$ cat src/cpu_pkg.sv
package cpu_pkg;

  ////////////////////
  // widths
  ////////////////////
  localparam int word_w      = 16;
  localparam int reg_addr_w  = 4;
  localparam int imem_addr_w = 8;  // 256 words

  typedef logic [word_w-1:0] word_t;

  ////////////////////
  // encodings
  ////////////////////
  // 13..15 unnamed, executed as nop
  typedef enum logic [3:0] {
    op_nop  = 4'd0,
    op_add  = 4'd1,
    op_sub  = 4'd2,
    op_and  = 4'd3,
    op_orr  = 4'd4,
    op_eor  = 4'd5,
    op_lsl  = 4'd6,
    op_lsr  = 4'd7,
    op_asr  = 4'd8,
    op_cmp  = 4'd9,
    op_addi = 4'd10,
    op_movi = 4'd11,
    op_bcc  = 4'd12
  } opcode_t;

  // anything above ge is always
  typedef enum logic [3:0] {
    cond_eq = 4'd0,
    cond_ne = 4'd1,
    cond_cs = 4'd2,
    cond_cc = 4'd3,
    cond_mi = 4'd4,
    cond_pl = 4'd5,
    cond_lt = 4'd6,  // n != v
    cond_ge = 4'd7
  } cond_t;

  ////////////////////
  // instruction views
  ////////////////////
  typedef struct packed {
    opcode_t               opcode;
    logic [reg_addr_w-1:0] rd;
    logic [reg_addr_w-1:0] rn;
    logic [reg_addr_w-1:0] rm;
  } instr_reg_t;

  typedef struct packed {
    opcode_t               opcode;
    logic [reg_addr_w-1:0] rd_cond;  // rd, or cond for bcc
    logic [7:0]            imm8;
  } instr_imm_t;

  typedef union packed {
    instr_reg_t rform;  // alu, shift, cmp
    instr_imm_t iform;  // addi, movi, bcc
  } instr_t;

  typedef struct packed {
    logic n;
    logic z;
    logic c;
    logic v;
  } nzcv_t;

endpackage

$ cat src/cpu_if.sv
`timescale 1ns/1ps

// decode -> execute
interface issue_if;
  logic                            valid;
  cpu_pkg::opcode_t                opcode;
  logic [cpu_pkg::reg_addr_w-1:0]  rd;
  logic [cpu_pkg::reg_addr_w-1:0]  rn_idx;  // rd for addi
  logic [cpu_pkg::reg_addr_w-1:0]  rm_idx;
  cpu_pkg::word_t                  op_a;
  cpu_pkg::word_t                  op_b;
  cpu_pkg::word_t                  imm;     // imm8 zero-extended
  cpu_pkg::cond_t                  cond;
  cpu_pkg::word_t                  pc;

  modport dec_mp  (output valid, opcode, rd, rn_idx, rm_idx, op_a, op_b, imm, cond, pc);
  modport exec_mp (input  valid, opcode, rd, rn_idx, rm_idx, op_a, op_b, imm, cond, pc);
endinterface

// decode <-> register file, combinational
interface regread_if;
  logic [cpu_pkg::reg_addr_w-1:0] rd_addr1;
  logic [cpu_pkg::reg_addr_w-1:0] rd_addr2;
  cpu_pkg::word_t                 rd_data1;
  cpu_pkg::word_t                 rd_data2;

  modport dec_mp (output rd_addr1, rd_addr2, input rd_data1, rd_data2);
  modport res_mp (input rd_addr1, rd_addr2, output rd_data1, rd_data2);
endinterface


$ cat src/decode_stage.sv
`timescale 1ns/1ps

module decode_stage (
  input  logic            clk_i,
  input  logic            reset_2_r,
  input  logic            flush_i,
  input  logic            fd_valid_i,
  input  cpu_pkg::instr_t fd_instr_i,
  input  cpu_pkg::word_t  fd_pc_i,
  regread_if.dec_mp       rr,
  issue_if.dec_mp         iss
);

  cpu_pkg::opcode_t                opc;
  logic                            imm_form;
  logic [cpu_pkg::reg_addr_w-1:0]  dst_idx;
  logic [cpu_pkg::reg_addr_w-1:0]  src_a_idx;
  logic [cpu_pkg::reg_addr_w-1:0]  src_b_idx;
  cpu_pkg::word_t                  imm_zx;
  cpu_pkg::cond_t                  br_cond;

  // opcode sits at the same bits in both views
  assign opc = fd_instr_i.rform.opcode;

  assign imm_form = (opc == cpu_pkg::op_addi) ||
                    (opc == cpu_pkg::op_movi) ||
                    (opc == cpu_pkg::op_bcc);

  ////////////////////
  // field selection
  ////////////////////
  // rd and rd_cond share bits 11:8
  assign dst_idx = fd_instr_i.rform.rd;

  always_comb begin
    if (imm_form) begin
      src_a_idx = fd_instr_i.iform.rd_cond;  // addi reads its own rd
    end else begin
      src_a_idx = fd_instr_i.rform.rn;
    end
  end

  // op_b goes unused in the immediate view
  assign src_b_idx = fd_instr_i.rform.rm;
  assign imm_zx    = cpu_pkg::word_t'(fd_instr_i.iform.imm8);
  assign br_cond   = cpu_pkg::cond_t'(fd_instr_i.iform.rd_cond);

  // write-through covers the retiring instr
  assign rr.rd_addr1 = src_a_idx;
  assign rr.rd_addr2 = src_b_idx;

  ////////////////////
  // decode -> execute register
  ////////////////////
  always_ff @(posedge clk_i) begin
    if (reset_2_r || flush_i) begin
      iss.valid <= 1'b0;
    end else begin
      iss.valid <= fd_valid_i;
    end
    iss.opcode <= opc;
    iss.rd     <= dst_idx;
    iss.rn_idx <= src_a_idx;
    iss.rm_idx <= src_b_idx;
    iss.op_a   <= rr.rd_data1;
    iss.op_b   <= rr.rd_data2;
    iss.imm    <= imm_zx;
    iss.cond   <= br_cond;
    iss.pc     <= fd_pc_i;
  end

  // an unloaded or corrupt memory word must never issue
  a_opcode_known: assert property (
    @(posedge clk_i) disable iff (reset_2_r)
    iss.valid |-> !$isunknown(iss.opcode)
  );

endmodule

$ cat src/flat_wrapper.sv
// flat-port wrapper written by rule: the top's interface ports become plain ports
module decode_stage_flat 
  (clk_i, reset_2_r, flush_i, fd_valid_i, fd_instr_i, fd_pc_i, rr_rd_addr1, rr_rd_addr2, rr_rd_data1, rr_rd_data2, iss_valid, iss_opcode, iss_rd, iss_rn_idx, iss_rm_idx, iss_op_a, iss_op_b, iss_imm, iss_cond, iss_pc);
  regread_if rr_i ();
  issue_if iss_i ();
  input  logic clk_i;
  input  logic reset_2_r;
  input  logic flush_i;
  input  logic fd_valid_i;
  input  cpu_pkg::instr_t fd_instr_i;
  input  cpu_pkg::word_t fd_pc_i;
  output wire logic [$bits(rr_i.rd_addr1)-1:0] rr_rd_addr1;
  output wire logic [$bits(rr_i.rd_addr2)-1:0] rr_rd_addr2;
  input wire logic [$bits(rr_i.rd_data1)-1:0] rr_rd_data1;
  input wire logic [$bits(rr_i.rd_data2)-1:0] rr_rd_data2;
  output wire logic [$bits(iss_i.valid)-1:0] iss_valid;
  output wire logic [$bits(iss_i.opcode)-1:0] iss_opcode;
  output wire logic [$bits(iss_i.rd)-1:0] iss_rd;
  output wire logic [$bits(iss_i.rn_idx)-1:0] iss_rn_idx;
  output wire logic [$bits(iss_i.rm_idx)-1:0] iss_rm_idx;
  output wire logic [$bits(iss_i.op_a)-1:0] iss_op_a;
  output wire logic [$bits(iss_i.op_b)-1:0] iss_op_b;
  output wire logic [$bits(iss_i.imm)-1:0] iss_imm;
  output wire logic [$bits(iss_i.cond)-1:0] iss_cond;
  output wire logic [$bits(iss_i.pc)-1:0] iss_pc;
  assign rr_rd_addr1 = rr_i.rd_addr1;
  assign rr_rd_addr2 = rr_i.rd_addr2;
  assign rr_i.rd_data1 = rr_rd_data1;
  assign rr_i.rd_data2 = rr_rd_data2;
  assign iss_valid = iss_i.valid;
  assign iss_opcode = iss_i.opcode;
  assign iss_rd = iss_i.rd;
  assign iss_rn_idx = iss_i.rn_idx;
  assign iss_rm_idx = iss_i.rm_idx;
  assign iss_op_a = iss_i.op_a;
  assign iss_op_b = iss_i.op_b;
  assign iss_imm = iss_i.imm;
  assign iss_cond = iss_i.cond;
  assign iss_pc = iss_i.pc;
  decode_stage u_core (.clk_i(clk_i), .reset_2_r(reset_2_r), .flush_i(flush_i), .fd_valid_i(fd_valid_i), .fd_instr_i(fd_instr_i), .fd_pc_i(fd_pc_i), .rr(rr_i), .iss(iss_i));
endmodule
$ cat config.mk
export PLATFORM = sky130hd
export DESIGN_NAME = decode_stage_flat
export DESIGN_NICKNAME = d
export VERILOG_FILES = /design/src/cpu_pkg.sv /design/src/cpu_if.sv /design/src/decode_stage.sv /design/src/flat_wrapper.sv
export SDC_FILE = /design/constraint.sdc
export NUM_CORES = 1
export LEC_CHECK = 0
export ABC_AREA = 1
export BUFFER_PORTS_ARGS = -buffer_cell sky130_fd_sc_hd__buf_2
export CORE_ASPECT_RATIO = 1.4
export CORE_MARGIN = 2
export CORE_UTILIZATION = 37
export DETAILED_ROUTE_END_ITERATION = 16
export PLACE_DENSITY = 0.91
export SLEW_MARGIN = 20
export SYNTH_ARGS = -nofsm -noshare
export SYNTH_HDL_FRONTEND = slang
export SYNTH_SLANG_ARGS = --single-unit
$ cat constraint.sdc
create_clock -name clk_i -period 1.4 [get_ports clk_i]
set_clock_uncertainty 0.2 [all_clocks]
set_input_delay 0.14 -clock clk_i [delete_from_list [all_inputs] [get_ports clk_i]]
set_output_delay 0.14 -clock clk_i [all_outputs]
set_load 0.02 [all_outputs]
==> results.cfg <==
[synth]
synthTopCellsByArea = dfxtp_1 85%, buf_4 9.2%, nand2_1 1.8%
synth_top_area_cell = dfxtp_1
syn_inst = 108
ys_ff_latch = 69
synth_top_area_share = 0.848
synth_cell_types = 11
seq_area_frac_synth = 0.848
avgSynthCellArea_um2 = 15.1
synth.cell_area_mm2 = 0.00163
yosysWarnings = 0

[cts]
path_clk_slew_ps = 70
cts_tree = done
clockBufferDepth = 2
cts_sinks = 69
h-tree-depth = 3
cts_buffers = 9
cts_root_buf = clkbuf_8

[critical_path]
crit_buf_inv = 3
crit_chain = dlygate4sd3_1 > buf_2 > buf_2
worstSetupPathType = input port to output port
cp-end-kind = output port
cp_top_family = buffers and inverters
cp-start-kind = input port
cp_slowest_stage_delay_ps = 540
arrival_ps = 960
critical_path_peak_fanout = 2
critical_path_required_ps = 1060
crit_path_frequent_cell = buf_2
slowest_stage = dlygate4sd3_1

[timing]
maxSlewViolCount = 0
fin_crit_ps = 1300
fin_tns_setup_ps = 0
rsz0062_at_grt = false
hold_viol = 0
setup_viol = 0
fin_crit_sh = 0.931
max_freq_mhz = 767

[global_routing]
grt_pass1_vias = 1795
antenna_found_initial = 0
grt_max_degree = 12
grt_pass1_wl_mm = 7.97
grt_overflow = 0
track_usage = 0.236

[power_and_ir_drop]
powerDensity_mw_per_mm2 = 1320
p_leak_nw = 1.65
vdd_drop_max_mv = 1.15

[layout]
stdcell_area_mm2 = 0.00325
nFillCells = 276
antenna_cells = 0
register_area_mm2 = 0.00138
final_cell_mix = 152 x buf_2, 71 x dlygate4sd3_1, 69 x dfxtp_1
multi_input_area_um2 = 128
area_delta_synth_final_pct = 99.6
layout-drive-gt1-share = 0.512
layout.nets = 397
final_common_cell = buf_2

[placed_design]
portBuffers = 152
postPlaceCellArea_mm2 = 0.00234
dpl.hpwl_mm = 3.23
gp_congestion = 0.677

[die]
initial_core_util = 0.384
rows = 28
die_h_um = 82.5
die_w_um = 60.1
coreArea_mm2 = 0.00424
io_pins = 161
dieArea_mm2 = 0.00496

[route]
finalWirelength_mm = 5.75
vias_per_cell = 4.08
ant_nets = 0
drc = 0
drt_iter0_drc = 36
avgRoutedWirePerCell_um = 14.6
drt_pass1_iterations = 4
vias = 1609

[status]
status = completed

[run]
cap_violations = 0

[hold_path]
min_path_type = input port to register
## layout make-up
class                           instances  area share
Multi-Input combinational cell         25      0.0392
Clock inverter                          4      0.0146
Clock buffer                           12      0.0446
Inverter                                1     0.00115
Timing Repair Buffer                  223       0.452
Tap cell                               60      0.0231
Sequential cell                        69       0.425
## report_power, final
| part | switching, mW | internal [mW] | total [mW] |
|---|---|---|---|
| clock network | 0.685 | 0.867 | 1.55 |
| logic | 0.342 | 0.302 | 0.643 |
| registers | 0.0336 | 2.07 | 2.11 |
## metrics by stage
step,std cells,util,hold WS (ps),power [mW],setup slack [ps]
final,394,0.767,235,4.30,96.7
after global routing,394,0.767,220,4.47,34.3
after CTS,394,0.765,225,4.29,72.6
after detailed placement,307,0.552,43.6,2.61,101
after global placement,307,0.552,42.1,2.60,161
after floorplan,115,-,-32.3,2.41,405
## path summary, 6_finish.rpt
check / slack [ps] / from / cells after the start / to
max: 100 / fd_instr_i[1] / 3 / rr_rd_addr2[1]
min: 240 / fd_pc_i[15] / 2 / u_core.iss.pc[15]
## synth_stat cells
cell     number
buf_4        20
conb_1        1
dfxtp_1      69
inv_2         1
nand2_1       8
nand2_2       1
nand3_1       4
nor2_2        1
nor2_4        1
nor3b_1       1
o21ai_2       1
## sequential cells by signal (all words and copies together), names as in the netlist
| name | count |
|---|---|
| u_core.iss.valid | 1 |
| u_core.iss.opcode | 4 |
| u_core.iss.pc | 16 |
| u_core.iss.op_b | 16 |
| u_core.iss.rm_idx | 3 |
| u_core.iss.rn_idx | 4 |
| u_core.iss.rd | 4 |
| u_core.iss.imm | 5 |
| u_core.iss.op_a | 16 |
## cell families after synthesis
logic type             after synthesis  share of synthesized area
DFF                                 69                      0.848
buffers and inverters               21                     0.0945
and+or+nand+nor                     16                     0.0499
AOI/OAI and AO/OA                    1                    0.00538
other                                1                    0.00230
## timing repair
item | in CTS | in global routing
buffers inserted | 0 | 0
hold buffers | 71 | 0
hold endpoints to repair | 69 | 0
endpoints found under the setup margin | 0 | 7
resized for setup | 0 | 1
## metal layers
layer,track usage,vias up,routed length (um)
li1,-,747,-
met1,0.176,745,1750
met2,0.478,100,3430
met3,0.0966,17,415
met4,0.116,0,161
met5,0,-,0
Power figures use the tool's default switching activity.
