<file path="config.mk">
export PLATFORM = sky130hd
export DESIGN_NAME = result_stage_flat
export DESIGN_NICKNAME = d
export VERILOG_FILES = /design/src/cpu_pkg.sv /design/src/cpu_if.sv /design/src/result_stage.sv /design/src/flat_wrapper.sv
export SDC_FILE = /design/constraint.sdc
export NUM_CORES = 1
export LEC_CHECK = 0
export BUFFER_PORTS_ARGS = -buffer_cell sky130_fd_sc_hd__buf_4
export CORE_UTILIZATION = 33
export DETAILED_ROUTE_END_ITERATION = 8
export PLACE_DENSITY = 0.58
export SLEW_MARGIN = 20
export SYNTH_ARGS = -nofsm -noshare
export SYNTH_HDL_FRONTEND = slang
export SYNTH_SLANG_ARGS = --single-unit
</file>
<file path="constraint.sdc">
create_clock -name clk_i -period 2.3 [get_ports clk_i]
set_input_delay 0.46 -clock clk_i [delete_from_list [all_inputs] [get_ports clk_i]]
set_output_delay 0.46 -clock clk_i [all_outputs]
set_load 0.01 [all_outputs]
</file>
<file path="src/cpu_pkg.sv">
package cpu_pkg;

  ////////////////////
  // widths
  ////////////////////
  localparam int word_w      = 16;
  localparam int reg_addr_w  = 4;
  localparam int imem_addr_w = 8;  // 256 words

  typedef logic [word_w-1:0] word_t;

  ////////////////////
  // encodings
  ////////////////////
  // 13..15 unnamed, executed as nop
  typedef enum logic [3:0] {
    op_nop  = 4'd0,
    op_add  = 4'd1,
    op_sub  = 4'd2,
    op_and  = 4'd3,
    op_orr  = 4'd4,
    op_eor  = 4'd5,
    op_lsl  = 4'd6,
    op_lsr  = 4'd7,
    op_asr  = 4'd8,
    op_cmp  = 4'd9,
    op_addi = 4'd10,
    op_movi = 4'd11,
    op_bcc  = 4'd12
  } opcode_t;

  // anything above ge is always
  typedef enum logic [3:0] {
    cond_eq = 4'd0,
    cond_ne = 4'd1,
    cond_cs = 4'd2,
    cond_cc = 4'd3,
    cond_mi = 4'd4,
    cond_pl = 4'd5,
    cond_lt = 4'd6,  // n != v
    cond_ge = 4'd7
  } cond_t;

  ////////////////////
  // instruction views
  ////////////////////
  typedef struct packed {
    opcode_t               opcode;
    logic [reg_addr_w-1:0] rd;
    logic [reg_addr_w-1:0] rn;
    logic [reg_addr_w-1:0] rm;
  } instr_reg_t;

  typedef struct packed {
    opcode_t               opcode;
    logic [reg_addr_w-1:0] rd_cond;  // rd, or cond for bcc
    logic [7:0]            imm8;
  } instr_imm_t;

  typedef union packed {
    instr_reg_t rform;  // alu, shift, cmp
    instr_imm_t iform;  // addi, movi, bcc
  } instr_t;

  typedef struct packed {
    logic n;
    logic z;
    logic c;
    logic v;
  } nzcv_t;

endpackage

</file>
<file path="src/cpu_if.sv">


// decode <-> register file, combinational
interface regread_if;
  logic [cpu_pkg::reg_addr_w-1:0] rd_addr1;
  logic [cpu_pkg::reg_addr_w-1:0] rd_addr2;
  cpu_pkg::word_t                 rd_data1;
  cpu_pkg::word_t                 rd_data2;

  modport dec_mp (output rd_addr1, rd_addr2, input rd_data1, rd_data2);
  modport res_mp (input rd_addr1, rd_addr2, output rd_data1, rd_data2);
endinterface

// execute -> result, registered copy comes back for forwarding
interface retire_if;
  logic                           valid;
  logic [cpu_pkg::reg_addr_w-1:0] rd;
  cpu_pkg::word_t                 data;
  logic                           we;
  logic                           fwd_valid;
  logic [cpu_pkg::reg_addr_w-1:0] fwd_rd;
  cpu_pkg::word_t                 fwd_data;
  logic                           fwd_we;

  modport exec_mp (output valid, rd, data, we, input fwd_valid, fwd_rd, fwd_data, fwd_we);
  modport res_mp  (input valid, rd, data, we, output fwd_valid, fwd_rd, fwd_data, fwd_we);
endinterface

</file>
<file path="src/result_stage.sv">
`timescale 1ns/1ps

module result_stage (
  input  logic                            clk_i,
  input  logic                            reset_2_r,
  retire_if.res_mp                        ret,
  regread_if.res_mp                       rr,
  output logic                            wb_valid_o,
  output logic [cpu_pkg::reg_addr_w-1:0]  wb_rd_o,
  output cpu_pkg::word_t                  wb_data_o
);

  logic                           ret_valid_r;
  logic                           ret_we_r;
  logic [cpu_pkg::reg_addr_w-1:0] ret_rd_r;
  cpu_pkg::word_t                 ret_data_r;
  cpu_pkg::word_t                 regs_r [2**cpu_pkg::reg_addr_w];
  logic                           wr_en;

  ////////////////////
  // retire register
  ////////////////////
  always_ff @(posedge clk_i) begin
    if (reset_2_r) begin
      ret_valid_r <= 1'b0;
      ret_we_r    <= 1'b0;
    end else begin
      ret_valid_r <= ret.valid;
      ret_we_r    <= ret.we;
    end
    ret_rd_r   <= ret.rd;
    ret_data_r <= ret.data;
  end

  assign wr_en = ret_valid_r && ret_we_r;

  // register file
  always_ff @(posedge clk_i) begin
    if (reset_2_r) begin
      for (int i = 0; i < 2**cpu_pkg::reg_addr_w; i++) regs_r[i] <= '0;
    end else if (wr_en) begin
      regs_r[ret_rd_r] <= ret_data_r;
    end
  end

  // same-cycle write wins
  assign rr.rd_data1 = (wr_en && (rr.rd_addr1 == ret_rd_r)) ?
                       ret_data_r : regs_r[rr.rd_addr1];
  assign rr.rd_data2 = (wr_en && (rr.rd_addr2 == ret_rd_r)) ?
                       ret_data_r : regs_r[rr.rd_addr2];

  assign ret.fwd_valid = ret_valid_r;
  assign ret.fwd_we    = ret_we_r;
  assign ret.fwd_rd    = ret_rd_r;
  assign ret.fwd_data  = ret_data_r;

  // writeback trace
  assign wb_valid_o = wr_en;
  assign wb_rd_o    = ret_rd_r;
  assign wb_data_o  = ret_data_r;

  a_quiet_in_reset: assert property (
    @(posedge clk_i) reset_2_r && $past(reset_2_r) |-> !wb_valid_o
  );

endmodule

</file>
<file path="src/flat_wrapper.sv">
// flat-port wrapper written by rule: the top's interface ports become plain ports
module result_stage_flat 
  (clk_i, reset_2_r, wb_valid_o, wb_rd_o, wb_data_o, ret_valid, ret_rd, ret_data, ret_we, ret_fwd_valid, ret_fwd_rd, ret_fwd_data, ret_fwd_we, rr_rd_addr1, rr_rd_addr2, rr_rd_data1, rr_rd_data2);
  retire_if ret_i ();
  regread_if rr_i ();
  input  logic clk_i;
  input  logic reset_2_r;
  output logic wb_valid_o;
  output logic [cpu_pkg::reg_addr_w-1:0] wb_rd_o;
  output cpu_pkg::word_t wb_data_o;
  input wire logic [$bits(ret_i.valid)-1:0] ret_valid;
  input wire logic [$bits(ret_i.rd)-1:0] ret_rd;
  input wire logic [$bits(ret_i.data)-1:0] ret_data;
  input wire logic [$bits(ret_i.we)-1:0] ret_we;
  output wire logic [$bits(ret_i.fwd_valid)-1:0] ret_fwd_valid;
  output wire logic [$bits(ret_i.fwd_rd)-1:0] ret_fwd_rd;
  output wire logic [$bits(ret_i.fwd_data)-1:0] ret_fwd_data;
  output wire logic [$bits(ret_i.fwd_we)-1:0] ret_fwd_we;
  input wire logic [$bits(rr_i.rd_addr1)-1:0] rr_rd_addr1;
  input wire logic [$bits(rr_i.rd_addr2)-1:0] rr_rd_addr2;
  output wire logic [$bits(rr_i.rd_data1)-1:0] rr_rd_data1;
  output wire logic [$bits(rr_i.rd_data2)-1:0] rr_rd_data2;
  assign ret_i.valid = ret_valid;
  assign ret_i.rd = ret_rd;
  assign ret_i.data = ret_data;
  assign ret_i.we = ret_we;
  assign ret_fwd_valid = ret_i.fwd_valid;
  assign ret_fwd_rd = ret_i.fwd_rd;
  assign ret_fwd_data = ret_i.fwd_data;
  assign ret_fwd_we = ret_i.fwd_we;
  assign rr_i.rd_addr1 = rr_rd_addr1;
  assign rr_i.rd_addr2 = rr_rd_addr2;
  assign rr_rd_data1 = rr_i.rd_data1;
  assign rr_rd_data2 = rr_i.rd_data2;
  result_stage u_core (.clk_i(clk_i), .reset_2_r(reset_2_r), .ret(ret_i), .rr(rr_i), .wb_valid_o(wb_valid_o), .wb_rd_o(wb_rd_o), .wb_data_o(wb_data_o));
endmodule
</file>
==> results.ini <==
[yosys]
synthArstFlopShare = 0
synth_fa_ha_area_frac = 0
synthSimpleGateAreaFrac = 0.1273
synthFlopType = edfxtp_1
ys_ff_latch = 278
yosysWarnings = 0
avgSynthCellArea_um2 = 16.03
synth-edff-count = 256
synth-compound-area-share = 0
synth_top_family_by_area = multiplexers
postSynthNetCount = 975
synthXorXnorAreaFrac = 0.004634
syn_area_um2 = 15120
synth.area.mux_share = 0.2887
yosysSeqAreaShare = 0.5375
postSynthCellCount = 943
synth.distinct_cells = 32

[global_route]
antenna_found_initial = 1
use_met1 = 0.2563
grt_use_met3 = 0.04112
grt_most_used_layer = met2
grt_pass1_wl_um = 66320
grt_use_total = 0.1964
overflow = 0
grt_start_max_net_pins = 23
grt_pass1_vias = 9858
use_met2 = 0.3299

[cells_and_area]
syn2layout_area_growth_pct = 28.09
design_area_um2 = 19370
drive_gt1_frac = 0.4443
layout_common_cells = and2_1 (256), edfxtp_1 (256), buf_4 (177)
final_cells = 1768
nets = 1176
num_antenna_cells = 0
fillCellCount = 4114

[floorplan]
dieArea_um2 = 46680
num_rows = 78
coreArea_um2 = 45280
die_h_um = 216.1
ioPinCount = 107
fp.dieW_um = 216.1
initial_core_util = 0.3339

[detailed_routing]
postRouteAntennaNets = 0
routed_wl_um = 45430
vias = 9165
first_pass_iters = 4
drt_iter0_drc = 707
routedWlPerCell_um = 25.70
via_per_inst = 5.184
drc = 0

[timing]
hold_violations = 0
slew_violations = 0
hold_slack_ps = 35.45
max_slew.worst_pin.slew_ps = 589.2
skew_ps = 19.07
min_period_over_period = 1.207
finalCriticalPeriod_ps = 2775
fmax_mhz = 360.3
rsz0062_at_grt = true
slew_headroom = 0.6066
worst_slack_ps = -475.3
setup_violations = 32

[clock_network]
cts_made_buffers = 36
cts_root_buffer = clkbuf_16
clockBufferDepth = 3
htreeDepth = 2
clkSinkCount = 278
cts.clk_slew.worst_paths_ps = 60
cts.hold.buffers_added = 0
clock_latency_ps = 520
cts_tree = built

[worst_setup_path]
slowest_delay_ps = 620
crit_path_start_kind = flop
cp_data_arrival_time_ps = 2320
crit_fanout = 2
cp_slowest_cell = mux4_4
path_delay_family = multiplexers
crit_type = reg2out
cp_num_buf_inv = 2
cp.required_ps = 1840
cp_cell_sequence = mux4_4 > mux2i_1 > buf_4 > mux2i_4 > mux2_4 > buf_6
cp-end-kind = output pin

[place]
place.gp.congestion = 0.7960
post-dp-hpwl_um = 29690
numPortBuffers = 106
place_area_um2 = 17550
dp.cells = 1686

[run]
max_cap_viol_count = 0

[run_status]
status = complete, but fails checks
violations = negative setup slack

[hold_path]
min_path_type = in2reg

[power]
max-vdd-ir-drop_mv = 0.5100
power.leakage_nw = 7.597
total_power_mw = 12.97
powerDensity_nw_per_um2 = 669.7

[cells in the mapped netlist, drive strengths merged, types with 6 or more instances]
master	count	area [µm²]
and2	256	1602
edfxtp	256	7687
mux4	128	2969
mux2i	96	960.9
buf	74	538.0
mux2	32	435.4
clkbuf	24	90.09
dfxtp	22	440.4
or2	16	100.1
nor2	12	67.56
nor3	6	63.81
xor2	6	52.55
[flip-flops by register name, summed over array words and instances, names as in the netlist]
register,flops
u_core.regs_r,256
u_core.ret.fwd_data,16
u_core.ret.fwd_rd,4
u_core.ret.fwd_we,1
u_core.ret.fwd_valid,1
[cells by family (layout without fill, tap and decap cells)]
group	Yosys count	in the layout
mux	256	256
simple gates	302	302
buf+inv	99	324
xor+xnor	8	8
flops	278	278
[per-stage QoR]
step	setup TNS, ps	utilization	setup WS [ps]
after detailed placement	-11970	0.3875	-483.4
after global routing	-12040	0.4277	-551.8
after global placement	-11940	0.3875	-494.9
after CTS	-10990	0.4262	-496.3
after floorplan	0	-	58.87
final	-10220	0.4277	-475.3
[path summary, 6_finish.rpt]
kind | slack (ps) | depth (start not counted) | from | endpoint
worst max-delay path | -480 | 6 | u_core.regs_r[15][2]$_SDFFCE_PN0P_ | rr_rd_data1[2]
worst min-delay path | 40 | 1 | ret_rd[1] | u_core.ret.fwd_rd[1]$_DFF_P_
worst max register to register | 230 | 6 | u_core.ret.fwd_rd[0]$_DFF_P_ | u_core.regs_r[6][7]$_SDFFCE_PN0P_
worst min register to register | 800 | 1 | u_core.ret.fwd_data[0]$_DFF_P_ | u_core.regs_r[13][0]$_SDFFCE_PN0P_
[worst register-to-register path, stage by stage, from the launching register on]
cell	delay [ps]
dfxtp_2	320
buf_4	130
buf_4	160
or4b_4	610
nor2_2	140
or2_1	130
buf_4	250
[power breakdown]
part | switching [mW] | internal [mW]
sequential | 0.126 | 5.66
clock | 2.14 | 3.25
combinational | 0.820 | 0.974
[what timing repair did]
action                                  CTS  global route
gates resized for setup                 105            26
endpoints found under the setup margin   32            32
setup buffers                            14             1
pin swaps                                 3             3
cloned                                    6             0
[metal layers]
metal	routed length, µm	share of wire	vias to the layer above
li1	-	-	4002
met1	19190	0.42	4740
met2	22170	0.49	352
met3	2976	0.066	71
met4	1094	0.024	0
met5	0	0	-
[cell type report]
| class | count | area, µm² | area share |
|---|---|---|---|
| Timing Repair Buffer | 261 | 2741 | 0.1415 |
| Sequential cell | 278 | 8138 | 0.4202 |
| Inverter | 1 | 3.754 | 0.0001938 |
| Multi-Input combinational cell | 566 | 6629 | 0.3422 |
| Clock buffer | 53 | 1006 | 0.05194 |
| Tap cell | 600 | 750.7 | 0.03876 |
| Clock inverter | 9 | 100.1 | 0.005168 |
Note: power is estimated with default switching activity, not from simulation.
