`config.mk`:
```
export PLATFORM = sky130hd
export DESIGN_NAME = execute_stage_flat
export DESIGN_NICKNAME = d
export VERILOG_FILES = /design/src/cpu_pkg.sv /design/src/cpu_if.sv /design/src/execute_stage.sv /design/src/flat_wrapper.sv
export SDC_FILE = /design/constraint.sdc
export NUM_CORES = 1
export LEC_CHECK = 0
export BUFFER_PORTS_ARGS = -buffer_cell sky130_fd_sc_hd__buf_2
export CAP_MARGIN = 40
export CORE_ASPECT_RATIO = 0.7
export CORE_UTILIZATION = 28
export DETAILED_ROUTE_END_ITERATION = 10
export PLACE_DENSITY = 0.47
export SLEW_MARGIN = 20
export SYNTH_ARGS = -nofsm -noshare
export SYNTH_HDL_FRONTEND = slang
export SYNTH_SLANG_ARGS = --single-unit
```
`constraint.sdc`:
```
create_clock -name clk_i -period 12 [get_ports clk_i]
set_clock_uncertainty 0.05 [all_clocks]
set_input_delay 1.2 -clock clk_i [delete_from_list [all_inputs] [get_ports clk_i]]
set_output_delay 1.2 -clock clk_i [all_outputs]
set_load 0.03 [all_outputs]
```
`src/cpu_pkg.sv`:
```
package cpu_pkg;

  ////////////////////
  // widths
  ////////////////////
  localparam int word_w      = 16;
  localparam int reg_addr_w  = 4;
  localparam int imem_addr_w = 8;  // 256 words

  typedef logic [word_w-1:0] word_t;

  ////////////////////
  // encodings
  ////////////////////
  // 13..15 unnamed, executed as nop
  typedef enum logic [3:0] {
    op_nop  = 4'd0,
    op_add  = 4'd1,
    op_sub  = 4'd2,
    op_and  = 4'd3,
    op_orr  = 4'd4,
    op_eor  = 4'd5,
    op_lsl  = 4'd6,
    op_lsr  = 4'd7,
    op_asr  = 4'd8,
    op_cmp  = 4'd9,
    op_addi = 4'd10,
    op_movi = 4'd11,
    op_bcc  = 4'd12
  } opcode_t;

  // anything above ge is always
  typedef enum logic [3:0] {
    cond_eq = 4'd0,
    cond_ne = 4'd1,
    cond_cs = 4'd2,
    cond_cc = 4'd3,
    cond_mi = 4'd4,
    cond_pl = 4'd5,
    cond_lt = 4'd6,  // n != v
    cond_ge = 4'd7
  } cond_t;

  ////////////////////
  // instruction views
  ////////////////////
  typedef struct packed {
    opcode_t               opcode;
    logic [reg_addr_w-1:0] rd;
    logic [reg_addr_w-1:0] rn;
    logic [reg_addr_w-1:0] rm;
  } instr_reg_t;

  typedef struct packed {
    opcode_t               opcode;
    logic [reg_addr_w-1:0] rd_cond;  // rd, or cond for bcc
    logic [7:0]            imm8;
  } instr_imm_t;

  typedef union packed {
    instr_reg_t rform;  // alu, shift, cmp
    instr_imm_t iform;  // addi, movi, bcc
  } instr_t;

  typedef struct packed {
    logic n;
    logic z;
    logic c;
    logic v;
  } nzcv_t;

endpackage

```
`src/cpu_if.sv`:
```
`timescale 1ns/1ps

// decode -> execute
interface issue_if;
  logic                            valid;
  cpu_pkg::opcode_t                opcode;
  logic [cpu_pkg::reg_addr_w-1:0]  rd;
  logic [cpu_pkg::reg_addr_w-1:0]  rn_idx;  // rd for addi
  logic [cpu_pkg::reg_addr_w-1:0]  rm_idx;
  cpu_pkg::word_t                  op_a;
  cpu_pkg::word_t                  op_b;
  cpu_pkg::word_t                  imm;     // imm8 zero-extended
  cpu_pkg::cond_t                  cond;
  cpu_pkg::word_t                  pc;

  modport dec_mp  (output valid, opcode, rd, rn_idx, rm_idx, op_a, op_b, imm, cond, pc);
  modport exec_mp (input  valid, opcode, rd, rn_idx, rm_idx, op_a, op_b, imm, cond, pc);
endinterface


// execute -> result, registered copy comes back for forwarding
interface retire_if;
  logic                           valid;
  logic [cpu_pkg::reg_addr_w-1:0] rd;
  cpu_pkg::word_t                 data;
  logic                           we;
  logic                           fwd_valid;
  logic [cpu_pkg::reg_addr_w-1:0] fwd_rd;
  cpu_pkg::word_t                 fwd_data;
  logic                           fwd_we;

  modport exec_mp (output valid, rd, data, we, input fwd_valid, fwd_rd, fwd_data, fwd_we);
  modport res_mp  (input valid, rd, data, we, output fwd_valid, fwd_rd, fwd_data, fwd_we);
endinterface

```
`src/execute_stage.sv`:
```
`timescale 1ns/1ps

module execute_stage (
  input  logic           clk_i,
  input  logic           reset_2_r,
  issue_if.exec_mp       iss,
  retire_if.exec_mp      ret,
  output logic           redirect_valid_o,
  output cpu_pkg::word_t redirect_pc_o
);

  logic            fwd_a;
  logic            fwd_b;
  cpu_pkg::word_t  a_val;
  cpu_pkg::word_t  b_val;
  cpu_pkg::word_t  add_rhs;
  cpu_pkg::word_t  sum;
  cpu_pkg::word_t  result;
  cpu_pkg::word_t  br_off;
  logic [3:0]      shamt;
  logic            is_sub;
  logic            carry;
  logic            ovf;
  logic            we;
  logic            set_nz;
  logic            set_cv;
  logic            cond_ok;
  cpu_pkg::nzcv_t  flags_r;
  cpu_pkg::nzcv_t  flags_n;

  ////////////////////
  // forwarding
  ////////////////////
  // only the previous instr can be missing from the regfile read
  assign fwd_a = ret.fwd_valid && ret.fwd_we && (ret.fwd_rd == iss.rn_idx);
  assign fwd_b = ret.fwd_valid && ret.fwd_we && (ret.fwd_rd == iss.rm_idx);
  assign a_val = fwd_a ? ret.fwd_data : iss.op_a;
  assign b_val = fwd_b ? ret.fwd_data : iss.op_b;
  assign shamt = b_val[3:0];

  // sub and cmp use a + ~b + 1 so c means no borrow
  assign is_sub  = (iss.opcode == cpu_pkg::op_sub) || (iss.opcode == cpu_pkg::op_cmp);
  assign add_rhs = (iss.opcode == cpu_pkg::op_addi) ? iss.imm :
                   (is_sub ? ~b_val : b_val);
  assign {carry, sum} = {1'b0, a_val} + {1'b0, add_rhs} + {{cpu_pkg::word_w{1'b0}}, is_sub};
  assign ovf = (a_val[cpu_pkg::word_w-1] == add_rhs[cpu_pkg::word_w-1]) &&
               (sum[cpu_pkg::word_w-1] != a_val[cpu_pkg::word_w-1]);

  ////////////////////
  // result select
  ////////////////////
  always_comb begin
    result = sum;
    we     = 1'b0;
    set_nz = 1'b0;
    set_cv = 1'b0;
    case (iss.opcode)
      cpu_pkg::op_add,
      cpu_pkg::op_sub,
      cpu_pkg::op_addi: begin
        we     = 1'b1;
        set_nz = 1'b1;
        set_cv = 1'b1;
      end
      cpu_pkg::op_cmp: begin
        set_nz = 1'b1;  // flags only
        set_cv = 1'b1;
      end
      cpu_pkg::op_and: begin
        result = a_val & b_val;
        we     = 1'b1;
        set_nz = 1'b1;
      end
      cpu_pkg::op_orr: begin
        result = a_val | b_val;
        we     = 1'b1;
        set_nz = 1'b1;
      end
      cpu_pkg::op_eor: begin
        result = a_val ^ b_val;
        we     = 1'b1;
        set_nz = 1'b1;
      end
      cpu_pkg::op_lsl: begin
        result = a_val << shamt;
        we     = 1'b1;
      end
      cpu_pkg::op_lsr: begin
        result = a_val >> shamt;
        we     = 1'b1;
      end
      cpu_pkg::op_asr: begin
        result = cpu_pkg::word_t'($signed(a_val) >>> shamt);
        we     = 1'b1;
      end
      cpu_pkg::op_movi: begin
        result = iss.imm;
        we     = 1'b1;
      end
      default: ;  // nop, bcc
    endcase
  end

  always_comb begin
    flags_n.n = set_nz ? result[cpu_pkg::word_w-1] : flags_r.n;
    flags_n.z = set_nz ? (result == '0) : flags_r.z;
    flags_n.c = set_cv ? carry : flags_r.c;
    flags_n.v = set_cv ? ovf : flags_r.v;
  end

  always_ff @(posedge clk_i) begin
    if (reset_2_r) flags_r <= '0;
    else if (iss.valid) flags_r <= flags_n;
  end

  ////////////////////
  // branch
  ////////////////////
  always_comb begin
    case (iss.cond)
      cpu_pkg::cond_eq: cond_ok = flags_r.z;
      cpu_pkg::cond_ne: cond_ok = !flags_r.z;
      cpu_pkg::cond_cs: cond_ok = flags_r.c;
      cpu_pkg::cond_cc: cond_ok = !flags_r.c;
      cpu_pkg::cond_mi: cond_ok = flags_r.n;
      cpu_pkg::cond_pl: cond_ok = !flags_r.n;
      cpu_pkg::cond_lt: cond_ok = flags_r.n != flags_r.v;
      cpu_pkg::cond_ge: cond_ok = flags_r.n == flags_r.v;
      default:          cond_ok = 1'b1;  // always
    endcase
  end

  assign br_off           = {{8{iss.imm[7]}}, iss.imm[7:0]};  // imm8 sign-extended
  assign redirect_valid_o = iss.valid && (iss.opcode == cpu_pkg::op_bcc) && cond_ok;
  assign redirect_pc_o    = iss.pc + br_off;

  // to the retire register in result
  assign ret.valid = iss.valid;
  assign ret.rd    = iss.rd;
  assign ret.data  = result;
  assign ret.we    = we;

  // flush must kill the next issue slot
  a_no_double_redirect: assert property (
    @(posedge clk_i) disable iff (reset_2_r)
    redirect_valid_o |=> !redirect_valid_o
  );

endmodule

```
`src/flat_wrapper.sv`:
```
// flat-port wrapper written by rule: the top's interface ports become plain ports
module execute_stage_flat 
  (clk_i, reset_2_r, redirect_valid_o, redirect_pc_o, iss_valid, iss_opcode, iss_rd, iss_rn_idx, iss_rm_idx, iss_op_a, iss_op_b, iss_imm, iss_cond, iss_pc, ret_valid, ret_rd, ret_data, ret_we, ret_fwd_valid, ret_fwd_rd, ret_fwd_data, ret_fwd_we);
  issue_if iss_i ();
  retire_if ret_i ();
  input  logic clk_i;
  input  logic reset_2_r;
  output logic redirect_valid_o;
  output cpu_pkg::word_t redirect_pc_o;
  input wire logic [$bits(iss_i.valid)-1:0] iss_valid;
  input wire logic [$bits(iss_i.opcode)-1:0] iss_opcode;
  input wire logic [$bits(iss_i.rd)-1:0] iss_rd;
  input wire logic [$bits(iss_i.rn_idx)-1:0] iss_rn_idx;
  input wire logic [$bits(iss_i.rm_idx)-1:0] iss_rm_idx;
  input wire logic [$bits(iss_i.op_a)-1:0] iss_op_a;
  input wire logic [$bits(iss_i.op_b)-1:0] iss_op_b;
  input wire logic [$bits(iss_i.imm)-1:0] iss_imm;
  input wire logic [$bits(iss_i.cond)-1:0] iss_cond;
  input wire logic [$bits(iss_i.pc)-1:0] iss_pc;
  output wire logic [$bits(ret_i.valid)-1:0] ret_valid;
  output wire logic [$bits(ret_i.rd)-1:0] ret_rd;
  output wire logic [$bits(ret_i.data)-1:0] ret_data;
  output wire logic [$bits(ret_i.we)-1:0] ret_we;
  input wire logic [$bits(ret_i.fwd_valid)-1:0] ret_fwd_valid;
  input wire logic [$bits(ret_i.fwd_rd)-1:0] ret_fwd_rd;
  input wire logic [$bits(ret_i.fwd_data)-1:0] ret_fwd_data;
  input wire logic [$bits(ret_i.fwd_we)-1:0] ret_fwd_we;
  assign iss_i.valid = iss_valid;
  assign iss_i.opcode = iss_opcode;
  assign iss_i.rd = iss_rd;
  assign iss_i.rn_idx = iss_rn_idx;
  assign iss_i.rm_idx = iss_rm_idx;
  assign iss_i.op_a = iss_op_a;
  assign iss_i.op_b = iss_op_b;
  assign iss_i.imm = iss_imm;
  assign iss_i.cond = iss_cond;
  assign iss_i.pc = iss_pc;
  assign ret_valid = ret_i.valid;
  assign ret_rd = ret_i.rd;
  assign ret_data = ret_i.data;
  assign ret_we = ret_i.we;
  assign ret_i.fwd_valid = ret_fwd_valid;
  assign ret_i.fwd_rd = ret_fwd_rd;
  assign ret_i.fwd_data = ret_fwd_data;
  assign ret_i.fwd_we = ret_fwd_we;
  execute_stage u_core (.clk_i(clk_i), .reset_2_r(reset_2_r), .iss(iss_i), .ret(ret_i), .redirect_valid_o(redirect_valid_o), .redirect_pc_o(redirect_pc_o));
endmodule
```
==> impl_metrics.yaml <==
yosys:
  synthTopCellsByArea: "ha_1, nand2_1, mux2i_1, o21ai_0, nor2_1"
  ys_ff_latch: 4
  synth_area_leader_cell: "ha_1"
  synth_ff_type: "dfxtp_1"
  synth_edf_count: 0
  synth_top_area_share_pct: 13.6
  avgSynthCellArea_um2: 6.82
  ys_warn_count: 0
  synth_fp_nets: 1025
  yosysSeqAreaShare_pct: 1.38
  synthDistinctLibCells: 89
  syn_area_mm2: 0.00580
  synthArstFlopShare_pct: 0
  synthCells: 850
grt:
  gr-total-overflow: 0
  antenna_found_initial: 0
  grt_first_pass_wirelength_um: 38600
  track_usage_pct: 23.4
  grt_pass1_vias: 6312
  grt_max_degree: 37
pwr:
  vdd_ir_drop_max_uv: 31.5
  pwr_density_cell_mw_per_mm2: 69.9
  design_power_total_mw: 0.469
  leakagePower_nw: 3.07
place:
  io_buffer_count: 139
  placed_cell_area_mm2: 0.00663
  hpwlAfterDp_um: 20900
  dp_slack_ps: 4760
  gp_congestion: 0.979
routing:
  drt_iter0_markers: 749
  viasPerCell: 5.76
  routed_wl_um: 25700
  wl_per_cell_um: 21.1
  drc: 0
  first_pass_iters: 5
  postRouteAntennaNets: 0
  route.vias.total: 7010
cts:
  cts-root-buf: "clkbuf_16"
  clock_path_buffers: 2
  cts_tree: "done"
  cts_buffers: 3
  clkTransAtPathRegs_ps: 30
  ctsResizeCount: 0
  clkLatencyLatePin_ps: 220
  cts_hold_buf: 0
  clkSinkCount: 4
  post_cts_buffers: 0
  htree_num_levels: 1
finish:
  mostFrequentLayoutCell: "buf_2"
  n_antenna_cell: 0
  top_register: "u_core.flags_r"
  design_area_mm2: 0.00671
  area_growth_pct: 15.8
  reg_top3: "u_core.flags_r: 4 flops"
  drive_gt1_share_pct: 21.6
  fin_nets: 1125
  largest_reg_flops: 4
  mostFrequentLayoutCells: "buf_2, nand2_1, nor2_1"
floorplanning:
  die_h_um: 122
  core_area_mm2: 0.0201
  dieArea_mm2: 0.0213
  pin_count: 148
  die_w_um: 174
  start_util_pct: 28.9
  num_rows: 43
critical_path:
  cp.arrival_ps: 6140
  crit_required_ps: 10750
  r2r_cells: 2
  startpoint: "ret_fwd_rd[2]"
  r2r_start: "u_core.flags_r[2]"
  cp_max_fo: 36
  cp-end-kind: "primary output"
  path_class: "input pin to primary output"
  critPathLaunchType: "input pin"
hold_path:
  hold_path_class: "register to register"
  min_path_cells: 2
  min_from: "u_core.flags_r[0]"
timing:
  tns_ps: 0
  worst_slack_ps: 4610
  min_period_ps: 7390
  timing.final.max_slew_violations: 0
  slew_headroom_pct: 42.7
  hold_viol: 0
  tightest_slew_ps: 857
  min_period_over_period_pct: 61.6
  rsz0062_at_grt: "false"
  fmax_mhz: 135
  setup_viol_count_final: 0
run_status:
  status: "finished clean"
job:
  cap_violations: 0
==> area by class of cell <==
type	count	area [um^2]
fillers	2223	13400
multi-input cells	743	5260
repair buffers	149	771
well taps	270	338
inverters	49	186
flip-flops and latches	4	80.1
clock buffers	3	75.1
==> worst paths after layout <==
check / end / slack, ps
max: ret_data[15] / 4610
min: u_core.flags_r[0] / 410
max reg2reg: u_core.flags_r[2] / 11190
min reg2reg: u_core.flags_r[0] / 410
==> logic make-up (layout without fill, tap and decap cells) <==
family	after synthesis	in the layout	share of synthesized area (%)
flip-flops	4	4	1.38
AND/OR/NAND/NOR	305	305	25.1
AO/OA/AOI/OAI	268	268	32.3
adder cells (fa/ha/maj)	66	66	14.6
XOR/XNOR	51	51	7.70
multiplexers	53	53	10.7
buffers and inverters	103	201	8.13
==> power breakdown <==
group / switching [mW] / internal (mW) / leakage, nW / total [mW]
Clock: 0.00938 / 0.0426 / 0.0370 / 0.0519
Combinational: 0.264 / 0.139 / 3.00 / 0.403
Sequential: 0.000398 / 0.0140 / 0.0324 / 0.0144
Total: 0.274 / 0.195 / 3.07 / 0.469
==> worst max-delay path, stage by stage <==
cell and delay [ps]:
buf_2 110, xnor2_1 230, nand3_2 220, o21ai_4 450
nand2_4 370, xnor2_1 240, o21ai_0 320, ha_1 290
nor2b_1 140, o31a_1 270, o211ai_1 210, nor2_1 80
o31ai_1 720, o21ai_0 310, a31oi_1 330, xnor2_1 160
o32a_1 240, buf_2 230
==> through the flow <==
stage	std cells	hold WS [ps]	util (%)
6_report	1218	409	33.5
4_1_cts	1217	408	33.4
3_3_place_gp	1214	404	33.0
5_1_grt	1218	423	33.5
2_1_floorplan	850	376	-
3_5_place_dp	1214	402	33.0
==> cell usage after synthesis, types with 12 or more instances <==
master	number
o21ai_0	60
nor2_1	78
nand3_1	31
xor2_1	21
a21oi_1	38
a21o_1	12
buf_2	12
clkbuf_1	23
nor3_1	15
a22oi_1	16
nand2_1	105
xnor2_1	30
a211oi_1	16
o211ai_1	14
mux2i_1	35
ha_1	63
and3_1	12
inv_1	45
==> routing by layer <==
metal,wire (um),track usage (%)
met5,0,0
met4,149,2.74
met3,2440,3.62
met2,10300,33.0
met1,12900,36.9
(Power assumes the default switching activity.)
